`config.mk`:
```
export PLATFORM = sky130hd
export DESIGN_NAME = aes_round_key_ram
export DESIGN_NICKNAME = d
export VERILOG_FILES = /design/src/aes_pkg.sv /design/src/aes_round_key_ram.sv
export VERILOG_INCLUDE_DIRS = /design/src /design/src/include
export SDC_FILE = /design/constraint.sdc
export NUM_CORES = 2
export LEC_CHECK = 0
export BUFFER_PORTS_ARGS = -buffer_cell sky130_fd_sc_hd__buf_2
export CORE_MARGIN = 1
export CORE_UTILIZATION = 30
export DETAILED_ROUTE_END_ITERATION = 8
export HOLD_SLACK_MARGIN = 0.05
export SYNTH_ARGS = -nofsm -noshare
export SYNTH_HDL_FRONTEND = slang
export SYNTH_SLANG_ARGS = --single-unit
```
`constraint.sdc`:
```
create_clock -name clk -period 1.7 [get_ports clk]
set_input_delay 0.085 -clock clk [delete_from_list [all_inputs] [get_ports clk]]
set_output_delay 0.085 -clock clk [all_outputs]
set_load 0.05 [all_outputs]
```
`src/include/aes_params.svh`:
```
`ifndef AES_PARAMS_SVH
`define AES_PARAMS_SVH

// block, round key and seed half width
`define AES_BLOCK_W    128

// one key schedule word
`define AES_WORD_W     32

// AES-256 cipher rounds
`define AES_ROUNDS     14

// round keys kept in the store, rounds plus initial whitening
`define AES_RK_NUM     15

// enough to address all round keys
`define AES_RK_ADDR_W  4

`endif

```
`src/aes_pkg.sv`:
```
`default_nettype none

package aes_pkg;

    `include "aes_params.svh"

    // host command on mod_en, held as a level
    typedef enum logic [1:0]
    {
        mode_encrypt = 2'd0,
        // decrypt and end codes are reserved, treated as unsupported
        mode_decrypt = 2'd1,
        mode_keygen  = 2'd2,
        mode_end     = 2'd3
    } mode_t;

    // device mode FSM
    typedef enum logic [2:0]
    {
        st_idle,
        st_chs_mod,
        st_seed,
        st_keygen,
        st_enc
    } dev_state_t;

    // one round key write into the store
    typedef struct packed
    {
        logic                      wr_en;
        logic [`AES_RK_ADDR_W-1:0] addr;
        logic [`AES_BLOCK_W-1:0]   data;
    } key_wr_t;

    // cipher result, valid for a single cycle
    typedef struct packed
    {
        logic                    valid;
        logic [`AES_BLOCK_W-1:0] data;
    } block_out_t;

endpackage

`default_nettype wire

```
`src/aes_round_key_ram.sv`:
```
`timescale 1ns/1ps
`default_nettype none
`include "aes_params.svh"

module aes_round_key_ram
(
    input  wire                      clk,
    input  wire                      resetn,
    input  wire aes_pkg::key_wr_t    key_wr,
    input  wire                      clear,
    input  wire [`AES_RK_ADDR_W-1:0] rd_addr,
    output logic [`AES_BLOCK_W-1:0]  rd_data,
    output logic                     ready
);

    logic [`AES_BLOCK_W-1:0] mem [`AES_RK_NUM];

    always_ff @(posedge clk)
    begin
        if (key_wr.wr_en)
        begin
            mem[key_wr.addr] <= key_wr.data;
        end
    end

    // asynchronous read, the cipher uses the key in the same cycle
    assign rd_data = mem[rd_addr];

    // last round key written means the whole schedule is in place
    always_ff @(posedge clk or negedge resetn)
    begin
        if (!resetn)
        begin
            ready <= 1'b0;
        end
        else if (clear)
        begin
            ready <= 1'b0;
        end
        else if (key_wr.wr_en && key_wr.addr == `AES_RK_ADDR_W'(`AES_RK_NUM - 1))
        begin
            ready <= 1'b1;
        end
    end

endmodule

`default_nettype wire

```
Yosys cells after proc, flatten, opt, wreduce, memory -nomap -nowiden
Memory sizes are Yosys's and may differ from the RTL's.
Index checks and enable logic that the tools add are counted.
- register bits after elaboration: 1
- bits in latches: 0
- bits in writable memories: 1920
- memory bits (read-only): 0
- output and inout bits: 129
- word-level logic and storage cells: 9
- memories: 1
- $add $sub $neg: 0
- $mul: 0
- divide/modulo/power cells: 0
- order comparisons: 0
- eq/ne operators: 1
- shift-type cells: 0
- muxes and demuxes: 4
- bitwise gates (word level): 0
- reductions and logical operators: 2
- memories (memory ; words ; bits a word ; rd ports ; clocked after memory_dff ; write ports ; RTL line ; source):
    mem ; 15 ; 128 ; 1 ; 0 ; 1 ; aes_round_key_ram.sv:16 ; logic [`AES_BLOCK_W-1:0] mem [`AES_RK_NUM];
- operators with widths (kind ; number):
    $eq 4x4->1 const B ; 1
    $mux 1 ; 4
    $reduce_bool 2->1 ; 1
    $logic_and 1x1->1 ; 1

Depth between registers and ports, before layout
- word-level depth: 4
- mapped depth: 8

Worst setup path after synthesis
Ideal clock, no wire load.
- path type: in2reg
- start: input key_wr[131] (netlist bit)
- end: memory mem[0][0] (netlist bit), enable pin
- setup time: 0.774 ns
- arrival time: 9.238 ns
- setup slack: -8.312 ns
- stages on the path: 2
- buffers on the path: 0
- cell sequence: or3b_2 > nor3_1
- RTL lines (item ; RTL line ; source):
    start, declared ; aes_round_key_ram.sv:9 ; input wire aes_pkg::key_wr_t key_wr,
    end, declared ; aes_round_key_ram.sv:16 ;
Straight into the memory's write port.

Worst setup path after layout
- start: memory mem[13][64] (netlist bit)
- end: output rd_data[64]
- cells in the longest elaborated chain, start to end: 1
- RTL lines (item ; RTL line ; source):
    $mem_v2 15x128 ; n/a ;
    end, declared ; aes_round_key_ram.sv:12 ; output logic [`AES_BLOCK_W-1:0] rd_data,
Every way passes these cells.

==> impl_metrics.py <==
metrics = {
    "logic_synthesis": {
        "async_flop_share_pct": 0.0521,
        "synth_ff_type": "edfxtp_1",
        "ys_seq_area_share_pct": 78.8,
        "synth_edf_count": 1920,
        "synth.top_cells.by_area": "edfxtp_1, mux4_2, mux2i_1, nand2b_1, a211o_1",
        "ys_warn_count": 0,
        "syn_area_per_cell_sq_um": 20.5,
        "ys_ff_latch": 1921,
        "netlist_top_cells_count": "edfxtp_1, mux2i_1, mux4_2",
        "yosysUniqueCellTypes": 31,
        "synth_top_area_share_pct": 78.7,
        "synth_fp_nets": 3707,
        "syn_inst": 3567,
        "synth_area_leader_cell": "edfxtp_1",
        "synth.most_common_cell": "edfxtp_1",
        "mappedNetlistArea_sq_um": 73200,
    },
    "grt": {
        "antenna_found_initial": 31,
        "grt_pass1_wl_mm": 279,
        "grt_max_degree": 37,
        "grt_remaining_overflow": 0,
        "grt_pass1_vias": 39300,
        "grt_usage_pct": 15.7,
    },
    "final_layout": {
        "fin_nets": 4597,
        "area_growth_pct": 28.2,
        "fillers": 21800,
        "layout.core_utilization_pct": 38.6,
        "drive_above_1_share_pct": 33.6,
    },
    "clock_tree": {
        "cts_buffer_depth": 3,
        "htree_levels": 4,
        "cts.clk_slew.worst_paths_ns": 0.06,
        "clk_latency_ns": 0.85,
        "clock-sinks": 1921,
        "tritoncts": "built",
        "cts_buffers": 198,
        "cts-root-buf": "clkbuf_16",
    },
    "sta": {
        "final.setup.worst_slack_ns": -0.789,
        "rsz0062_at_grt": "true",
        "clock_skew_ns": 0,
        "hold_viol": 0,
        "hold_ws_ns": 0.134,
        "finalSetupViolations": 128,
        "min_period_ns": 2.49,
        "tightest_slew_ns": 0.438,
        "slew_headroom_pct": 70.8,
        "slew_viol_final": 0,
        "fmax_ghz": 0.402,
        "fin_tns_setup_ns": -74.83,
        "finalCritPeriodShare_pct": 146,
    },
    "outcome": {
        "status": "finished, violations left",
        "violations": "setup timing",
    },
    "drt": {
        "wl_mm": 195,
        "drt_pre_antenna_iters": 5,
        "vias": 38600,
        "drc": 0,
        "wl_per_cell_microns": 24.8,
        "ant_nets": 0,
        "drt_iter0_drc": 3354,
        "vias_per_cell": 4.93,
    },
    "worst_setup_path": {
        "cp.required_ns": 1.62,
        "worstSetupPathType": "reg -> out",
        "start_kind": "flop",
        "crit_path_max_fanout": 1,
        "critical_path_arrival_ns": 2.40,
        "critPathCaptureType": "output port",
    },
    "power": {
        "p_leak_nw": 31.0,
        "vdd_drop_max_v": 0.00103,
        "powerDensity_nw_per_um2": 1100,
    },
    "die": {
        "coreArea_sq_um": 243000,
        "start_util_pct": 30.1,
        "die_area_sq_um": 246000,
        "ios": 269,
        "num_rows": 181,
        "die_x_microns": 496,
        "die_h_microns": 496,
    },
    "flow_run": {
        "cap_violations": 0,
    },
    "placement": {
        "pre_cts_slack_ns": -0.690,
        "port-buffer-count": 268,
        "gp_congestion": 0.767,
        "dpl.hpwl_mm": 126,
    },
    "min_path": {
        "hp-class": "in -> reg",
    },
}
-- flip-flops by register name (all words and copies together), names as in the netlist --
name,flops
mem,1920
ready,1
-- worst max-delay path, cell delays in order (launching register included) --
cell	delay, ns
edfxtp_1	0.36
mux2_2	0.27
o211ai_1	0.19
o221ai_2	0.12
a221o_1	0.41
buf_6	0.19
-- layout by cell type, fill, tap and decap left out, types with 13 or more instances in the layout --
cell type      instances
a211o_1               93
a221o_1               20
a22oi_1               16
a22oi_2               91
a31oi_1               78
a31oi_2               25
buf_12               231
buf_2                136
buf_4                307
buf_6                 79
buf_8                 18
clkbuf_1              43
clkbuf_16            199
clkinv_1              53
clkinv_2              33
dlygate4sd3_1        139
edfxtp_1            1920
mux2_2                13
mux2i_1              270
mux4_2               256
nand2_1               15
nand2b_1             130
nor2_4                15
nor2b_1              112
o211ai_1              16
o21ai_1               39
o21ai_2               59
o22ai_1              107
-- where the power goes --
part | switching (W) | internal (W) | leakage (nW)
clock network | 0.0183 | 0.0230 | 2.99
registers | 0.000196 | 0.0531 | 17.4
logic | 0.00540 | 0.00379 | 10.7
total | 0.0239 | 0.0799 | 31.0
-- per-layer routing --
layer | vias up | wire (microns) | GRT usage, %
met3 | 270 | 11700 | 3.08
li1 | 16700 | - | -
met5 | - | 121 | 0
met4 | 18 | 4510 | 4.58
met1 | 20400 | 82500 | 20.8
met2 | 1191 | 95800 | 26.0
-- per-stage QoR --
| stage | instances | power (W) | instance area (sq um) |
|---|---|---|---|
| 2_1_floorplan | 3567 | 0.0584 | 73400 |
| 3_5_place_dp | 7334 | 0.0625 | 84700 |
| 4_1_cts | 7824 | 0.104 | 93400 |
| 3_3_place_gp | 7334 | 0.0624 | 84700 |
| 6_report | 7832 | 0.104 | 93900 |
| 5_1_grt | 7830 | 0.107 | 93900 |
-- area by class of cell --
class,instances,area [sq um],area share [%]
sequential,1921,57700,61.4
multi-input combinational,1423,15800,16.9
timing repair buffer,911,10200,10.8
clock buffer,242,5140,5.47
tap,3202,4010,4.27
clock inverter,120,1030,1.09
antenna,11,27.5,0.0293
inverter,2,10.0,0.0107
-- cell families after synthesis --
logic type	count (synthesis)	synth area share, %
buffers and inverters	223	1.40
muxes	547	11.9
and+or+nand+nor	292	2.38
DFF	1921	78.8
AOI/OAI and AO/OA	584	5.56
-- what timing repair did --
item                                     CTS  global route
resized for setup                        391           107
hold endpoints to repair                2213             4
pin swaps                                122            21
buffers inserted                           0             1
hold buffers                             139             1
endpoints found under the setup margin   128           252
-- path summary, 6_finish.rpt --
kind / startpoint / to / slack (ns) / cells after the start
setup reg to reg: ready / ready / 1.06 / 2
hold / removal: key_wr[82] / mem[11][82] / 0.13 / 2
max in group asynchronous: resetn / ready / 0.94 / 4
setup / recovery: mem[13][64] / rd_data[64] / -0.79 / 5
min in group asynchronous: resetn / ready / 0.65 / 4
hold reg to reg: ready / ready / 0.54 / 2
Power figures use the tool's default switching activity.
